## src/rtl/i3c_hdr_pkg.sv

```systemverilog
package i3c_hdr_pkg;

  // register file geometry
  localparam int unsigned REGF_DEPTH = 16;  // bytes
  localparam int unsigned REGF_AW    = 4;   // byte address width

  localparam logic [2:0] HDR_DDR_MODE = 3'd6;  // mode code for HDR-DDR

  // special register addresses for the command word byte
  localparam logic [REGF_AW-1:0] SPECIAL_ADDR_NORMAL = 4'd10;
  localparam logic [REGF_AW-1:0] SPECIAL_ADDR_DUMMY  = 4'd9;  // dummy word on ccc->ddr restart

  // sequencer states
  typedef enum logic [1:0] {
    IDLE     = 2'b00,
    CCC      = 2'b01,
    DDR_MODE = 2'b10,
    EXIT     = 2'b11
  } hdr_state_e;

  // 2-bit preamble in front of every hdr-ddr word
  typedef enum logic [1:0] {
    PRE_CMD  = 2'b01,  // command word
    PRE_DATA = 2'b10   // data word
  } ddr_preamble_e;

  // command descriptor from host, 17 bits
  typedef struct packed {
    logic       cp;        // 1 = ccc, 0 = normal transfer
    logic       toc;       // 1 = exit after this transfer, 0 = restart
    logic [2:0] mode;
    logic [7:0] ccc_code;
    logic [3:0] data_len;  // data words, 1..8
  } hdr_cmd_t;

  // one hdr-ddr word, 20 bits on the line
  typedef struct packed {
    ddr_preamble_e preamble;
    logic [15:0]   payload;
    logic [1:0]    parity;
  } ddr_word_t;

  // host write into register file
  typedef struct packed {
    logic               we;
    logic [REGF_AW-1:0] addr;
    logic [7:0]         data;
  } regf_wr_t;

  // parity pair: [1] = xor of odd payload bits, [0] = inverted xor of even bits
  function automatic logic [1:0] ddr_parity(input logic [15:0] data);
    logic p_odd;
    logic p_even;
    p_odd  = 1'b0;
    p_even = 1'b0;
    for (int i = 0; i < 16; i += 2) begin
      p_even ^= data[i];
      p_odd  ^= data[i+1];
    end
    return {p_odd, ~p_even};
  endfunction

endpackage
```

## src/rtl/i3c_hdr_top.sv

```systemverilog
`timescale 1ns/10ps

module i3c_hdr_top import i3c_hdr_pkg::*; (
  input  logic      i_sys_clk,
  input  logic      i_sys_rst_n,
  input  logic      i_hdr_en,
  input  hdr_cmd_t  i_cmd,         // stable until o_cmd_ack
  input  regf_wr_t  i_regf_wr,
  output ddr_word_t o_word,
  output logic      o_word_valid,
  output logic      o_cmd_ack,
  output logic      o_hdr_done
);

  logic               ccc_en;
  logic               ddr_en;
  logic               ccc_done;
  logic               ddr_done;
  logic [REGF_AW-1:0] special_addr;
  logic [REGF_AW-1:0] ccc_raddr;
  logic [REGF_AW-1:0] ddr_raddr;
  logic [7:0]         ccc_rdata;
  logic [7:0]         ddr_rdata;
  ddr_word_t          ccc_word;
  ddr_word_t          ddr_word;
  logic               ccc_valid;
  logic               ddr_valid;
  logic [$bits(ddr_word_t)-1:0] ccc_bits;
  logic [$bits(ddr_word_t)-1:0] ddr_bits;

  hdr_regf u_regf (
    .i_sys_clk   (i_sys_clk),
    .i_sys_rst_n (i_sys_rst_n),
    .i_wr        (i_regf_wr),
    .i_raddr_a   (ccc_raddr),
    .o_rdata_a   (ccc_rdata),
    .i_raddr_b   (ddr_raddr),
    .o_rdata_b   (ddr_rdata)
  );

  hdr_engine u_engine (
    .i_sys_clk      (i_sys_clk),
    .i_sys_rst_n    (i_sys_rst_n),
    .i_hdr_en       (i_hdr_en),
    .i_cmd          (i_cmd),
    .i_ccc_done     (ccc_done),
    .i_ddr_done     (ddr_done),
    .o_ccc_en       (ccc_en),
    .o_ddr_en       (ddr_en),
    .o_special_addr (special_addr),
    .o_cmd_ack      (o_cmd_ack),
    .o_hdr_done     (o_hdr_done)
  );

  ccc_handler u_ccc (
    .i_sys_clk      (i_sys_clk),
    .i_sys_rst_n    (i_sys_rst_n),
    .i_ccc_en       (ccc_en),
    .i_ccc_code     (i_cmd.ccc_code),
    .i_special_addr (special_addr),
    .o_raddr        (ccc_raddr),
    .i_rdata        (ccc_rdata),
    .o_word         (ccc_word),
    .o_word_valid   (ccc_valid),
    .o_ccc_done     (ccc_done)
  );

  ddr_mode u_ddr (
    .i_sys_clk    (i_sys_clk),
    .i_sys_rst_n  (i_sys_rst_n),
    .i_ddr_en     (ddr_en),
    .i_data_len   (i_cmd.data_len),
    .o_raddr      (ddr_raddr),
    .i_rdata      (ddr_rdata),
    .o_word       (ddr_word),
    .o_word_valid (ddr_valid),
    .o_ddr_done   (ddr_done)
  );

  // only one block runs at a time, gated or is enough
  assign ccc_bits     = ccc_valid ? ccc_word : '0;
  assign ddr_bits     = ddr_valid ? ddr_word : '0;
  assign o_word       = ddr_word_t'(ccc_bits | ddr_bits);
  assign o_word_valid = ccc_valid | ddr_valid;

endmodule

```

## src/rtl/ddr_mode.sv

```systemverilog
`timescale 1ns/10ps

module ddr_mode import i3c_hdr_pkg::*; (
  input  logic               i_sys_clk,
  input  logic               i_sys_rst_n,
  input  logic               i_ddr_en,     // level from engine
  input  logic [3:0]         i_data_len,   // words to send, 1..8
  output logic [REGF_AW-1:0] o_raddr,
  input  logic [7:0]         i_rdata,
  output ddr_word_t          o_word,
  output logic               o_word_valid,
  output logic               o_ddr_done
);

  logic               en_q;
  logic               active;    // words still to go
  logic               start;
  logic               busy;
  logic               last_word;
  logic [REGF_AW-1:0] rd_ptr;    // byte pointer, bit 0 = low byte phase
  logic [3:0]         word_cnt;  // words already sent
  logic [7:0]         hi_byte;
  logic [15:0]        data_payload;

  assign start        = i_ddr_en & ~en_q;
  assign busy         = i_ddr_en & (start | active);
  assign last_word    = (word_cnt + 4'd1) == i_data_len;
  assign o_raddr      = rd_ptr;
  assign data_payload = {hi_byte, i_rdata};  // low byte straight off the port

  always_ff @(posedge i_sys_clk or negedge i_sys_rst_n) begin
    if (!i_sys_rst_n) begin
      en_q         <= 1'b0;
      active       <= 1'b0;
      rd_ptr       <= '0;
      word_cnt     <= '0;
      o_word_valid <= 1'b0;
      o_ddr_done   <= 1'b0;
    end else begin
      en_q         <= i_ddr_en;
      o_word_valid <= 1'b0;
      o_ddr_done   <= 1'b0;
      if (!i_ddr_en) begin
        active   <= 1'b0;  // park at byte 0 for the next pass
        rd_ptr   <= '0;
        word_cnt <= '0;
      end else if (busy) begin
        rd_ptr <= rd_ptr + 1'b1;
        if (start) begin
          active <= 1'b1;
        end
        if (rd_ptr[0]) begin
          // low byte cycle, word leaves on this edge
          o_word_valid <= 1'b1;
          word_cnt     <= word_cnt + 4'd1;
          if (last_word) begin
            o_ddr_done <= 1'b1;  // with the last word
            active     <= 1'b0;
          end
        end
      end
    end
  end

  always_ff @(posedge i_sys_clk) begin
    if (busy && !rd_ptr[0]) begin
      hi_byte <= i_rdata;  // byte 2k
    end
    if (busy && rd_ptr[0]) begin
      o_word.preamble <= PRE_DATA;
      o_word.payload  <= data_payload;
      o_word.parity   <= ddr_parity(data_payload);
    end
  end

endmodule

```

## src/rtl/ccc_handler.sv

```systemverilog
`timescale 1ns/10ps

module ccc_handler import i3c_hdr_pkg::*; (
  input  logic               i_sys_clk,
  input  logic               i_sys_rst_n,
  input  logic               i_ccc_en,        // level from engine
  input  logic [7:0]         i_ccc_code,
  input  logic [REGF_AW-1:0] i_special_addr,  // 10 normal, 9 dummy
  output logic [REGF_AW-1:0] o_raddr,
  input  logic [7:0]         i_rdata,
  output ddr_word_t          o_word,
  output logic               o_word_valid,
  output logic               o_ccc_done
);

  logic        en_q;         // enable delayed, for edge detect
  logic        rd_pend;      // special byte captured, word goes out next
  logic        start;
  logic [7:0]  rd_byte;
  logic [15:0] cmd_payload;

  assign start       = i_ccc_en & ~en_q;
  assign o_raddr     = i_special_addr;  // read port follows the engine's choice
  assign cmd_payload = {i_ccc_code, rd_byte};

  // control: rise -> read cycle -> emit cycle
  always_ff @(posedge i_sys_clk or negedge i_sys_rst_n) begin
    if (!i_sys_rst_n) begin
      en_q         <= 1'b0;
      rd_pend      <= 1'b0;
      o_word_valid <= 1'b0;
    end else begin
      en_q         <= i_ccc_en;
      o_word_valid <= 1'b0;
      if (!i_ccc_en) begin
        rd_pend <= 1'b0;  // dropped enable aborts the pass
      end else if (start) begin
        rd_pend <= 1'b1;
      end else if (rd_pend) begin
        rd_pend      <= 1'b0;
        o_word_valid <= 1'b1;
      end
    end
  end

  // payload path
  always_ff @(posedge i_sys_clk) begin
    if (start) begin
      rd_byte <= i_rdata;  // byte at the special address
    end
    if (rd_pend && i_ccc_en) begin
      o_word.preamble <= PRE_CMD;
      o_word.payload  <= cmd_payload;  // code in high byte
      o_word.parity   <= ddr_parity(cmd_payload);
    end
  end

  // one word per pass, so done rides on the valid strobe
  assign o_ccc_done = o_word_valid;

endmodule

```

## src/rtl/hdr_engine.sv

```systemverilog
`timescale 1ns/10ps

module hdr_engine import i3c_hdr_pkg::*; (
  input  logic               i_sys_clk,
  input  logic               i_sys_rst_n,
  input  logic               i_hdr_en,        // level, hdr operation on
  input  hdr_cmd_t           i_cmd,           // current descriptor
  input  logic               i_ccc_done,      // pulse from ccc_handler
  input  logic               i_ddr_done,      // pulse from ddr_mode
  output logic               o_ccc_en,
  output logic               o_ddr_en,
  output logic [REGF_AW-1:0] o_special_addr,  // byte for the command word
  output logic               o_cmd_ack,       // host may present next descriptor
  output logic               o_hdr_done
);

  hdr_state_e state;
  logic       dummy_pend;  // dummy ccc pass running before a ddr pass
  logic       mode_bad;
  logic       exit_now;

  // any non hdr-ddr mode seen while a block runs aborts the sequence
  assign mode_bad = (i_cmd.mode != HDR_DDR_MODE) && (o_ccc_en || o_ddr_en);

  // toc of the descriptor belongs to the ddr pass during a dummy pass,
  // so a dummy done never exits
  assign exit_now = mode_bad ||
                    (o_ccc_en && i_ccc_done && i_cmd.toc && !dummy_pend) ||
                    (o_ddr_en && i_ddr_done && i_cmd.toc);

  always_ff @(posedge i_sys_clk or negedge i_sys_rst_n) begin
    if (!i_sys_rst_n) begin
      state          <= IDLE;
      o_ccc_en       <= 1'b0;
      o_ddr_en       <= 1'b0;
      o_special_addr <= SPECIAL_ADDR_NORMAL;
      o_cmd_ack      <= 1'b0;
      o_hdr_done     <= 1'b0;
      dummy_pend     <= 1'b0;
    end else begin
      o_cmd_ack  <= 1'b0;  // pulses
      o_hdr_done <= 1'b0;
      if (!i_hdr_en) begin
        // disable wins over everything, no done pulse
        state      <= IDLE;
        o_ccc_en   <= 1'b0;
        o_ddr_en   <= 1'b0;
        dummy_pend <= 1'b0;
      end else if (exit_now) begin
        o_ccc_en   <= 1'b0;
        o_ddr_en   <= 1'b0;
        dummy_pend <= 1'b0;
        o_hdr_done <= 1'b1;
        state      <= EXIT;
      end else begin
        case (state)
          IDLE: begin
            // first pass straight from the descriptor, no dummy here
            if (i_cmd.cp) begin
              o_ccc_en       <= 1'b1;
              o_special_addr <= SPECIAL_ADDR_NORMAL;
              state          <= CCC;
            end else begin
              o_ddr_en <= 1'b1;
              state    <= DDR_MODE;
            end
          end
          CCC: begin
            if (o_ccc_en) begin
              if (i_ccc_done && dummy_pend) begin
                // dummy word sent, go on with the data words
                o_ccc_en   <= 1'b0;
                o_ddr_en   <= 1'b1;
                dummy_pend <= 1'b0;
                state      <= DDR_MODE;
              end else if (i_ccc_done) begin
                o_ccc_en  <= 1'b0;  // restart, ask for next descriptor
                o_cmd_ack <= 1'b1;
              end
            end else begin
              // gap cycle after ack, i_cmd now holds the new descriptor
              o_ccc_en <= 1'b1;
              if (i_cmd.cp) begin
                o_special_addr <= SPECIAL_ADDR_NORMAL;
              end else begin
                o_special_addr <= SPECIAL_ADDR_DUMMY;  // ccc -> normal, insert dummy
                dummy_pend     <= 1'b1;
              end
            end
          end
          DDR_MODE: begin
            if (o_ddr_en) begin
              if (i_ddr_done) begin
                o_ddr_en  <= 1'b0;
                o_cmd_ack <= 1'b1;
              end
            end else if (i_cmd.cp) begin
              o_ccc_en       <= 1'b1;  // ddr -> ccc needs no dummy
              o_special_addr <= SPECIAL_ADDR_NORMAL;
              state          <= CCC;
            end else begin
              o_ddr_en <= 1'b1;
            end
          end
          EXIT: begin
            state <= EXIT;  // parked until the host drops i_hdr_en
          end
          default: state <= IDLE;
        endcase
      end
    end
  end

endmodule

```

## src/rtl/hdr_regf.sv

```systemverilog
`timescale 1ns/10ps

module hdr_regf import i3c_hdr_pkg::*; (
  input  logic               i_sys_clk,
  input  logic               i_sys_rst_n,
  input  regf_wr_t           i_wr,       // host write port
  input  logic [REGF_AW-1:0] i_raddr_a,  // ccc side
  output logic [7:0]         o_rdata_a,
  input  logic [REGF_AW-1:0] i_raddr_b,  // ddr side
  output logic [7:0]         o_rdata_b
);

  logic [7:0] mem [REGF_DEPTH];

  // byte array, cleared on reset so the special bytes start known
  always_ff @(posedge i_sys_clk or negedge i_sys_rst_n) begin
    if (!i_sys_rst_n) begin
      for (int i = 0; i < REGF_DEPTH; i++) begin
        mem[i] <= 8'h00;
      end
    end else if (i_wr.we) begin
      mem[i_wr.addr] <= i_wr.data;  // one byte per edge
    end
  end

  // both read ports are plain muxes, no read latency here
  assign o_rdata_a = mem[i_raddr_a];
  assign o_rdata_b = mem[i_raddr_b];

  // note: the transfer blocks register the read data themselves,
  // so the one-cycle read in their timing lives on their side

endmodule

```

## config.mk

```make
export PLATFORM = sky130hd
export DESIGN_NAME = i3c_hdr_top
export DESIGN_NICKNAME = d
export VERILOG_FILES = /design/src/rtl/i3c_hdr_pkg.sv /design/src/rtl/i3c_hdr_top.sv /design/src/rtl/ddr_mode.sv /design/src/rtl/ccc_handler.sv /design/src/rtl/hdr_engine.sv /design/src/rtl/hdr_regf.sv
export SDC_FILE = /design/constraint.sdc
export NUM_CORES = 1
export LEC_CHECK = 0
export BUFFER_PORTS_ARGS = -buffer_cell sky130_fd_sc_hd__buf_2
export CAP_MARGIN = 40
export CELL_PAD_IN_SITES_DETAIL_PLACEMENT = 0
export CELL_PAD_IN_SITES_GLOBAL_PLACEMENT = 1
export CORE_MARGIN = 2
export CORE_UTILIZATION = 25
export DETAILED_ROUTE_END_ITERATION = 10
export PLACE_DENSITY_LB_ADDON = 0.1
export SYNTH_ARGS = -nofsm -noshare
export SYNTH_HDL_FRONTEND = slang
export SYNTH_HIERARCHICAL = 1
export SYNTH_SLANG_ARGS = --single-unit
```

## constraint.sdc

```tcl
create_clock -name i_sys_clk -period 3.45 [get_ports i_sys_clk]
set_input_delay 0.345 -clock i_sys_clk [delete_from_list [all_inputs] [get_ports i_sys_clk]]
set_output_delay 0.345 -clock i_sys_clk [all_outputs]
set_load 0.01 [all_outputs]
```

; Word level (Yosys, flattened, before mapping)
; Cells that the tools add are included.
[word_totals]
ff_bits = 206
wordCells = 206
inputBits = 33
[op_classes]
n_eq_ne = 18
n_mux = 78
add_sub_neg = 2
n_lt_le_gt_ge = 4
n_reduce_logical = 24
n_bitwise = 42
[op_table]
columns = op, n
row1 = $bwmux W128, 1
row2 = $bmux W8 S4, 2
row3 = $mux W1, 46
row4 = $mux W8, 5
row5 = $demux W8 S4, 1
row6 = $mux W4, 8
row7 = $xor A1 B1 Y1, 28
row8 = $mux W20, 1
row9 = $or A19 B20 Y20, 1
row10 = $mux W19, 1
row11 = $mux W2, 8
row12 = $ge A5 B5 Y1 const B, 3
row13 = $not A4 Y5, 3
row14 = $ne A4 B2 Y1 const B, 3
row15 = $pmux W4 S3, 1
row16 = $logic_and A1 B1 Y1, 11
row17 = $add A4 B1 Y4 const B, 2
row18 = $ne A4 B3 Y1 const B, 2
row19 = $ne A4 B4 Y1 const B, 2
row20 = $pmux W2 S4, 1
row21 = $reduce_and A4 Y1, 2
row22 = $pmux W1 S3, 2
row23 = $lt A5 B1 Y1 const B, 1
row24 = $ne A5 B1 Y1 const B, 1
row25 = other kinds (18), 32

; Longest topological paths before layout
; Gate-level depths: netlist (run 1).
[logic_depth]
word_depth = 12
depth_mapped = 8
depth_no_buf = 6

; Cells and area by module
; Netlist (run 1), hierarchy kept.
[modules_own_cells]
columns = mod, cells_each, instances, seq_area_each_um2, area_each_um2
row1 = hdr_regf, 435, 1, 3203.1, 6851.6
row2 = ddr_mode, 98, 1, 1081.0, 1514.0
row3 = ccc_handler, 55, 1, 855.8, 1057.3
row4 = hdr_engine, 71, 1, 226.5, 628.1
row5 = i3c_hdr_top, 25, 1, 0.0, 226.5

; Least setup slack after synthesis (run 1)
; Ideal clock, no wire load.
[synth_path]
path_type = register to register
start = reg u_ddr.rd_ptr[0] (netlist: u_ddr/o_raddr[0])
end = reg u_ddr/o_word[0] in the netlist's numbering, data pin
period_less_slack_ns = 2.433
t_arrival_ns = 2.173
path_slack_ns = 1.017
path_stages_with_launch = 9
path_buffers = 2
cell_sequence = dfrtp_1 buf_2 buf_2 mux4_2 a22oi_1 nand2_1 xnor2_1 xnor2_1 xnor2_1
[synth_via]
word_cells_on_any_way = 12
cone_classes = mux (3) / bitwise (9)
[synth_rtl]
columns = element, line
row1 = "start, declared", ddr_mode.sv:20  ; logic [REGF_AW-1:0] rd_ptr;
row2 = "start signal, assigned", ddr_mode.sv:48  ; rd_ptr <= rd_ptr + 1'b1;
row3 = $not A4 Y5 (implied by the code), hdr_regf.sv:28  ; assign o_rdata_b = mem[i_raddr_b];
row4 = $bmux W8 S4, hdr_regf.sv:28
row5 = $mux W8 (implied by the code) (2 in a row), hdr_regf.sv:28
row6 = named net ddr_rdata[4], i3c_hdr_top.sv:23  ; logic [7:0] ddr_rdata;
row7 = $xor A1 B1 Y1 (6 in a row), i3c_hdr_pkg.sv:57  ; p_even ^= data[i];
row8 = $not A1 Y1, i3c_hdr_pkg.sv:60  ; return {p_odd, ~p_even};
row9 = "end, declared", ddr_mode.sv:10  ; output ddr_word_t o_word,
; The timed path passes the listed nets, and every way through them passes these cells. The select of a mux whose other input is x is not followed.
; A chain may end at the register's enable or synchronous reset.

; Worst setup path in the final report (run 1)
[layout_path]
start = reg u_ddr.rd_ptr[1] (netlist: u_ddr/o_raddr[1])
end = reg u_ddr/o_word[0] in the netlist's numbering, data pin
; The elaborated chain is that of the path after synthesis.

==> metrics.csv, run 1 <==
metric,value,unit
status,"finished, final reports clean",
root_buffer,clkbuf_16,
vdd_ir_drop_max,0.291,mV
cp_top_family,XOR/XNOR gates,
synth_nets,723,
layout-drive-gt1-share,45.4,%
num-nets-final,786,
fin_skew,0.00976,ns
worstPathArrival,2.67,ns
highest_layer,met4,
min_from,i_cmd[8],
fin_tns_setup,0,ns
port_buffers,55,
avgSynthCellArea,15.0,sq um
crit_slowest_cell,buf_4,
finalHoldViolCount,0,
critical_path.startpoint,u_ddr/o_raddr[1],
maxSlewViolCount,0,
max_slew_margin,43.0,%
cap_violations,0,
postRouteAntennaNets,0,
clk_latency,0.53,ns
rows,74,
grt_max_degree,53,
r2r-start,u_ddr/o_raddr[1],
synth_most_common_cell,dfrtp_1,
path_cells,"buf_4, mux4_2, a22oi_1, nand2_1, xnor2_1, xnor2_1, xnor2_1",
dp_slack,0.997,ns
syn_inst,684,
fin_ws,1.07,ns
yosysWarnings,6,
ios,56,
met2WireLength,13400,um
wire_per_inst,22.2,um
die-area,42700,sq um
area_growth,18.3,%
layout_min_cycle_time,2.38,ns
ctsResizeCount,0,
initial_core_util,25.2,%
cts_tree,yes,
n_fill_cell,4080,
required,3.73,ns
grt_use_total,13.8,%
clock_sinks,204,
met1_length,13500,um
power,8500,uW
yosysTopAreaCell,dfrtp_1,
first_iter_violations,320,
grt_pass1_vias,6463,
die_w,207,um
synth_top_cells_by_count,"151 x dfrtp_1, 120 x mux2_2, 64 x mux4_2",
synth_cell_types,56,
synth-edff-count,52,
p_leak,0.00486,uW
n_antenna_cell,0,
period_share,69.1,%
die_h,207,um
worstSetupPathType,reg -> reg,
grt_overflow,0,
setup_violations,0,
synth-async-reset-ratio,74.5,%
gp_congestion,0.736,
worst_pin_slew,0.855,ns
clk_path_buf_depth,3,
crit_buf_inv,1,
wl_met3,1370,um
antenna_found_initial,2,
vias_per_cell,4.69,
max_freq,419,MHz
synth_seq_cells,204,
cts_buffers,26,
drc,0,
end_kind,flop,
hp-class,in -> reg,
synthFlopType,dfrtp_1,
vias,6093,
crit_path_start_kind,flop,
dp_hpwl,20200,um
critical_path.max_stage_delay,0.45,ns
crit_path_frequent_cell,xnor2_1,
ys_seq_area_share,52.2,%
grt_pass1_wl,43500,um
htreeDepth,1,
wl,28800,um
cp_max_fo,35,
drtPass1Iterations,4,
synth_area_leaders,"dfrtp_1 37%, edfxtp_1 15%, mux4_2 14%",
rsz0062_at_grt,no,
p_per_area,699,nW/um^2
synth_top_cell_area_share,36.8,%
core-area,40700,sq um
clk_pin_slew_worst_paths,0.06,ns
synthesis.area,10300,sq um
-- worst register-to-register path: stages, from the launching register on --
cell and delay, ns:
dfrtp_1 0.32, buf_4 0.45, mux4_2 0.41, a22oi_1 0.32, nand2_1 0.19, xnor2_1 0.23
xnor2_1 0.11, xnor2_1 0.12
-- worst paths after layout --
| check | endpoint | cells past startpoint | slack (ns) |
|---|---|---|---|
| max | u_ddr/o_word[0] | 7 | 1.07 |
| min | u_ccc/o_word[14] | 1 | 0.02 |
| max reg2reg | u_ddr/o_word[0] | 7 | 1.07 |
| min reg2reg | u_ccc/rd_pend | 1 | 0.45 |
| max in group asynchronous | u_regf/mem[62] | 4 | 2.18 |
| min in group asynchronous | u_engine/dummy_pend | 2 | 0.33 |
-- through the flow --
| stage | instance area (sq um) | utilization [%] | std cells | hold slack, ns |
|---|---|---|---|---|
| floorplan | 10300 | - | 684 | 0.0494 |
| global placement | 11100 | 27.2 | 1238 | 0.457 |
| detailed placement | 11200 | 27.5 | 1249 | 0.318 |
| CTS | 12200 | 29.9 | 1299 | 0.00120 |
| global route | 12200 | 29.9 | 1299 | 0.00741 |
| finish | 12200 | 29.9 | 1299 | 0.0222 |
-- routing by layer --
layer | GRT usage, % | vias to the layer above
met5 | 0 | -
met4 | 2.99 | 0
met3 | 2.56 | 44
met2 | 22.4 | 127
met1 | 19.3 | 3207
li1 | - | 2715
-- placed cells by master, fill, tap and decap left out, types with 3 or more instances in the layout --
cell,count
buf_2,54
nor2_1,21
ha_1,6
clkbuf_1,3
mux2_4,8
o211ai_1,3
nor2_2,7
or3_1,3
nand3_1,6
and2_1,3
clkinv_2,10
nor3_1,3
edfxtp_1,52
bufinv_16,5
dfrtp_1,149
clkbuf_16,27
nand2_1,26
inv_1,6
mux2_2,120
nand2b_1,4
mux4_2,64
nor3_4,3
a22o_1,20
a22oi_1,32
mux2i_1,4
a21oi_1,6
nor2b_1,6
nor3_2,3
conb_1,6
xnor2_1,32
buf_4,19
buf_6,8
xor2_1,7
-- repair_timing --
item                      in CTS  in global routing
buffers inserted               0                  0
hold endpoints to repair      46                  0
hold buffers                   2                  0
-- cell families (layout without fill, tap and decap cells) --
logic type | after synthesis | count (layout) | synth area share, %
mux | 196 | 196 | 28.7
fa+ha+maj | 6 | 6 | 0.730
other cells | 6 | 6 | 0.219
xor+xnor | 39 | 39 | 3.32
simple gates | 102 | 102 | 5.92
buf+inv | 58 | 141 | 3.20
flops | 204 | 204 | 52.2
compound gates | 73 | 73 | 5.66
-- sequential cells by signal (all words and copies together) (netlist names), 2 cells and up --
register / cells
u_regf/mem: 128
u_ccc/o_word: 18
u_ddr/o_word: 18
u_ccc/rd_byte: 8
u_ddr/hi_byte: 8
u_ddr/o_raddr: 4
u_ddr/word_cnt: 4
u_engine/o_special_addr: 2
u_engine/state: 2
-- power by group --
group / switching, uW / internal (uW) / leakage, uW
combinational: 875 / 1190 / 0.00204
clock: 1060 / 1840 / 0.000461
sequential: 460 / 3090 / 0.00236
total: 2390 / 6110 / 0.00486
-- area by class of cell --
| class | count | area, sq um | area share [%] |
|---|---|---|---|
| clock buffer | 32 | 714 | 5.87 |
| multi-input combinational | 422 | 4580 | 37.7 |
| timing repair buffer | 87 | 601 | 4.94 |
| tap | 532 | 666 | 5.47 |
| sequential | 204 | 5370 | 44.1 |
| inverter | 6 | 22.5 | 0.185 |
| clock inverter | 16 | 208 | 1.71 |
(Power assumes the default switching activity.)
==> run 2, diff against run 1 <==
==> constraint.sdc (replaced) <==
create_clock -name i_sys_clk -period 1.95 [get_ports i_sys_clk]
set_input_delay 0.195 -clock i_sys_clk [delete_from_list [all_inputs] [get_ports i_sys_clk]]
set_output_delay 0.195 -clock i_sys_clk [all_outputs]
set_load 0.01 [all_outputs]
==> metrics.csv, run 2 (synthesized netlist as in run 1, its figures left out) <==
metric,value,unit,change
hp-class,in -> reg,,
failed_checks,setup timing,,
fin_skew,0.0236,ns,+0.0138 ns
rows,74,,unchanged
postRouteAntennaNets,0,,unchanged
die-area,42700,sq um,unchanged
first_iter_violations,399,,+25%
worstPathArrival,2.54,ns,-0.13 ns
grt_max_degree,49,,-7.5%
worstSetupPathType,reg -> reg,,
cts_tree,yes,,
dp_slack,-0.412,ns,-1.41 ns
p_leak,0.00527,uW,+8.4%
wire_per_inst,22.3,um,+0.53%
p_per_area,1200,nW/um^2,+72%
path_cells,"buf_8, mux4_2, a22oi_2, nand2_1, xnor2_1, xnor2_1, xnor2_1",,
maxSlewViolCount,0,,unchanged
regMostFlops,u_regf/mem,,
initial_core_util,25.2,%,unchanged
crit_path_frequent_cell,xnor2_1,,
grt_use_total,14.7,%,+0.91 points
die_h,207,um,unchanged
root_buffer,clkbuf_16,,
finalHoldViolCount,0,,unchanged
r2r_slack,-0.30,ns,-1.37 ns
largest_reg_flops,128,,unchanged
clk_latency,0.54,ns,about the same
fin_ws,-0.304,ns,-1.37 ns
layout_common_cells,"148 x dfrtp_1, 120 x mux2_2, 81 x buf_4, 64 x mux4_2, 54 x buf_2",,
ios,56,,unchanged
core-area,40700,sq um,unchanged
crit_path_start_kind,flop,,
rsz0062_at_grt,yes,,
crit_slowest_cell,mux4_2,,
status,"finished, violations left",,
die_w,207,um,unchanged
grt_pass1_vias,6984,,+8.1%
crit_buf_inv,1,,unchanged
stdcell_count,1377,,+6.0%
end_kind,flop,,
layout_min_cycle_time,2.25,ns,-0.131 ns
dp_hpwl,20800,um,+3.3%
drc,0,,unchanged
fin_tns_setup,-1.03,ns,-1.03 ns
n_fill_cell,4031,,-1.2%
vdd_ir_drop_max,0.490,mV,+68%
vias,6450,,+5.9%
final_common_cell,dfrtp_1,,
clock_sinks,204,,unchanged
num-nets-final,865,,+10%
max_slew_margin,58.1,%,+15 points
reg_top3,"u_regf/mem: 128 flops, u_ccc/o_word: 18 flops, u_ddr/o_word: 18 flops",,
required,2.24,ns,-1.49 ns
drtPass1Iterations,4,,unchanged
layout-drive-gt1-share,51.2,%,+5.9 points
cp_max_fo,8,,-77%
antenna_found_initial,0,,-2
max_freq,444,MHz,+5.8%
vias_per_cell,4.68,,-0.14%
critical_path.max_stage_delay,0.52,ns,+0.07 ns
clk_path_buf_depth,3,,unchanged
setup_violations,10,,+10
cap_violations,0,,unchanged
period_share,116,%,+46 points
port_buffers,55,,unchanged
wl,30700,um,+6.6%
power,15600,uW,+83%
n_antenna_cell,0,,unchanged
cts_buffers,25,,-3.8%
htreeDepth,1,,unchanged
grt_overflow,0,,unchanged
gp_congestion,0.776,,+5.5%
dp_cells,1315,,+5.3%
cp_top_family,multiplexers,,
grt_pass1_wl,46300,um,+6.4%
utilization,31.8,%,+1.9 points
clk_pin_slew_worst_paths,0.06,ns,about the same
area_growth,26.0,%,
worst_pin_slew,0.627,ns,-0.228 ns
==> run 2: power by group <==
part / switching, uW / total, uW / internal [uW]
logic: 1990 / 4670 / 2680
registers: 664 / 6120 / 5460
clock network: 1870 / 4800 / 2930
total: 4530 / 15600 / 11100
==> run 2: layout make-up <==
| cell class | count | area, sq um | area share, % |
|---|---|---|---|
| Inverter | 6 | 22.5 | 0.174 |
| Timing Repair Buffer | 167 | 1350 | 10.4 |
| Clock inverter | 7 | 96.3 | 0.744 |
| Tap cell | 532 | 666 | 5.14 |
| Sequential cell | 204 | 5370 | 41.5 |
| Multi-Input combinational cell | 422 | 4690 | 36.2 |
| Clock buffer | 39 | 758 | 5.86 |
==> run 2: per-stage QoR <==
| step | hold slack [ns] | cell area [sq um] |
|---|---|---|
| 3_5_place_dp | 0.209 | 11800 |
| 5_1_grt | 0.136 | 12900 |
| 4_1_cts | 0.0981 | 12900 |
| 2_1_floorplan | -0.101 | 10300 |
| 3_3_place_gp | 0.219 | 11800 |
| 6_report | 0.115 | 12900 |
==> run 2: timing repair <==
| action | CTS | global route |
|---|---|---|
| hold buffers | 13 | 0 |
| buffers inserted | 4 | 1 |
| resized for setup | 20 | 12 |
| endpoints found under the hold margin | 60 | 0 |
| setup endpoints to repair | 26 | 18 |
| cloned | 1 | 0 |
| pin swaps | 5 | 3 |
==> run 2: worst reg2reg max path, stage by stage (launching register included) <==
cell     delay [ns]
dfrtp_2        0.46
buf_8          0.18
mux4_2         0.52
a22oi_2        0.25
nand2_1        0.15
xnor2_1        0.20
xnor2_1        0.11
xnor2_1        0.12
==> run 2: path summary, 6_finish.rpt <==
check,cells past startpoint,from,end
hold / removal,4,i_cmd[2],u_ddr/o_ddr_done
setup / recovery,7,u_ddr/o_raddr[0],u_ddr/o_word[1]
hold reg to reg,0,u_ddr/hi_byte[2],u_ddr/o_word[12]
min in group asynchronous,2,i_sys_rst_n,u_ddr/word_cnt[3]
setup reg to reg,7,u_ddr/o_raddr[0],u_ddr/o_word[1]
max in group asynchronous,3,i_sys_rst_n,u_regf/mem[48]
==> run 2: per-layer routing <==
| metal | wire (um) | track usage [%] | vias to the layer above |
|---|---|---|---|
| met4 | 592 | 3.19 | 0 |
| met1 | 13900 | 20.3 | 3408 |
| met2 | 14900 | 25.0 | 130 |
| met3 | 1300 | 1.70 | 40 |
| li1 | - | - | 2872 |
| met5 | 0 | 0 | - |
==> run 3, diff against run 2 <==
--- a/config.mk
+++ b/config.mk
@@ -15,5 +15,4 @@
 export PLACE_DENSITY_LB_ADDON = 0.1
 export SYNTH_ARGS = -nofsm -noshare
 export SYNTH_HDL_FRONTEND = slang
-export SYNTH_HIERARCHICAL = 1
 export SYNTH_SLANG_ARGS = --single-unit
==> metrics.csv, run 3 <==
metric,value,unit,change
drc,0,,unchanged
synth_cell_types,46,,-18%
synth_top_cell_area_share,40.7,%,+4.0 points
dp_hpwl,16900,um,-19%
avgSynthCellArea,15.5,sq um,+3.2%
cp_max_fo,9,,+1
port_buffers,55,,unchanged
layout-drive-gt1-share,36.3,%,-15 points
synthFlopType,dfrtp_1,,
grt_use_total,12.5,%,-2.3 points
p_leak,0.00483,uW,-8.3%
max_slew_margin,58.2,%,about the same
n_antenna_cell,0,,unchanged
yosysTopAreaCell,dfrtp_1,,
first_iter_violations,212,,-47%
clock_sinks,204,,unchanged
cts_tree,yes,,
ff2ff_path_depth,5,,-2
period_share,123,%,+7.4 points
yosysWarnings,0,,-6
clk_latency,0.52,ns,-0.02 ns
wire_per_inst,19.3,um,-14%
root_buffer,clkbuf_16,,
vias_per_cell,4.45,,-5.0%
vias,5406,,-16%
final_common_cell,dfrtp_1,,
rows,70,,-5.4%
worst_pin_slew,0.627,ns,-0.000184 ns
die-area,38700,sq um,-9.6%
maxSlewViolCount,0,,unchanged
grt_max_degree,50,,+2.0%
setup_violations,10,,unchanged
fin_ws,-0.449,ns,-0.145 ns
cts_buffers,24,,-4.0%
reg_top3,"u_regf.mem: 128 flops, u_ccc.o_word: 18 flops, u_ddr.o_word: 18 flops",,
area_growth,25.8,%,
fin_skew,0.00878,ns,-0.0148 ns
n_fill_cell,3587,,-11%
required,2.20,ns,-0.04 ns
p_per_area,1240,nW/um^2,+3.1%
synthesis.area,9280,sq um,-9.7%
synth_top_cells_by_count,"151 x dfrtp_1, 89 x mux2_1, 52 x edfxtp_1",,
cap_violations,0,,unchanged
finalHoldViolCount,0,,unchanged
grt_pass1_wl,36800,um,-21%
status,"finished, violations left",,
core-area,36600,sq um,-10%
synth_nets,637,,-12%
synth-edff-count,52,,unchanged
regMostFlops,u_regf.mem,,
holdPathStages,4,,unchanged
die_h,197,um,-4.9%
largest_reg_flops,128,,unchanged
synth_area_leaders,"dfrtp_1 41%, edfxtp_1 17%, mux2_1 11%",,
gp_congestion,0.781,,+0.63%
die_w,197,um,-4.9%
max_freq,417,MHz,-6.0%
end_kind,flop,,
crit_path_start_kind,flop,,
clk_pin_slew_worst_paths,0.06,ns,about the same
vdd_ir_drop_max,0.506,mV,+3.3%
antenna_found_initial,0,,unchanged
grt_pass1_vias,5893,,-16%
grt_overflow,0,,unchanged
initial_core_util,25.3,%,+0.11 points
dp_slack,-0.485,ns,-0.0732 ns
drtPass1Iterations,4,,unchanged
num-nets-final,768,,-11%
clk_path_buf_depth,3,,unchanged
rsz0062_at_grt,yes,,
hp-class,in -> reg,,
layout_min_cycle_time,2.40,ns,+0.145 ns
ios,56,,unchanged
ys_seq_area_share,57.9,%,+5.6 points
synth_seq_cells,204,,unchanged
synth_most_common_cell,dfrtp_1,,
postRouteAntennaNets,0,,unchanged
failed_checks,setup timing,,
fin_tns_setup,-2.24,ns,-1.21 ns
wl,23400,um,-24%
layout_common_cells,"149 x dfrtp_1, 89 x mux2_1, 60 x buf_4, 54 x buf_2, 52 x edfxtp_1",,
worstPathArrival,2.65,ns,+0.11 ns
syn_inst,598,,-13%
worstSetupPathType,reg -> reg,,
htreeDepth,1,,unchanged
synth-async-reset-ratio,74.5,%,unchanged
==> run 3: cell types whose count changed in the layout (fill, tap and decap cells not counted), moves of 8 or more <==
cell     previous run  this run
mux2_1              0        89
mux2_4              8         0
a22oi_2            13         3
a22oi_1            20         1
buf_4              81        60
mux4_2             64        44
mux2_2            120        40
nor2_2              9         0
==> run 3: logic make-up after synthesis <==
group / share of synthesized area (%)
flops: 57.9
mux: 26.9
simple gates: 4.90
compound gates: 3.53
buf+inv: 2.08
xor+xnor: 3.95
fa+ha+maj: 0.809
==> run 3: repair_timing <==
action | CTS | global route
buffers inserted | 4 | 3
pin swaps | 3 | 2
hold buffers | 11 | 0
endpoints found under the setup margin | 27 | 19
gates resized for setup | 8 | 10
hold endpoints to repair | 56 | 0
==> run 3: through the flow <==
step | power, uW | instances | util, % | cell area (sq um) | hold WS, ns
after floorplan | 8350 | 598 | - | 9300 | -0.101
after global placement | 9670 | 1153 | 28.9 | 10600 | 0.177
after detailed placement | 9760 | 1153 | 28.9 | 10600 | 0.184
after CTS | 14700 | 1212 | 31.7 | 11600 | 0.0323
after global routing | 15300 | 1215 | 31.9 | 11700 | 0.0701
final | 14500 | 1215 | 31.9 | 11700 | 0.0485
==> run 3: cell type report <==
type,count,area (sq um),share of cell area [%]
Tap cell,468,586,5.02
Clock inverter,9,159,1.36
Clock buffer,35,682,5.84
Inverter,7,26.3,0.225
Sequential cell,204,5370,46.0
Timing Repair Buffer,139,1070,9.14
Multi-Input combinational cell,353,3780,32.4
==> run 3: routing by layer <==
layer  track usage (%)  wire length [um]
met1              16.6             10900
met2              21.4             11500
met3              2.14               773
met4              2.45               296
met5                 0                 0
==> run 3: power breakdown <==
| group | internal (uW) | switching, uW |
|---|---|---|
| logic | 2120 | 1550 |
| clock network | 2960 | 1800 |
| registers | 5470 | 594 |
==> run 3: worst paths after layout <==
check	from	to	slack, ns
worst max-delay path	u_ddr.o_raddr[0]	u_ddr.o_word[0]	-0.45
worst min-delay path	i_cmd[0]	u_ddr.active	0.05
worst max register to register	u_ddr.o_raddr[0]	u_ddr.o_word[0]	-0.45
worst min register to register	u_ccc.rd_byte[0]	u_ccc.o_word[2]	0.47
max in group asynchronous	i_sys_rst_n	u_engine.o_special_addr[1]	1.01
min in group asynchronous	i_sys_rst_n	u_regf.mem[46]	0.22
==> run 3: worst max-delay path: stages (launching register included) <==
cell and delay [ns]:
dfrtp_2 0.44, buf_12 0.17, mux4_2 0.51, mux4_2 0.53, xnor2_2 0.16, xnor3_1 0.33
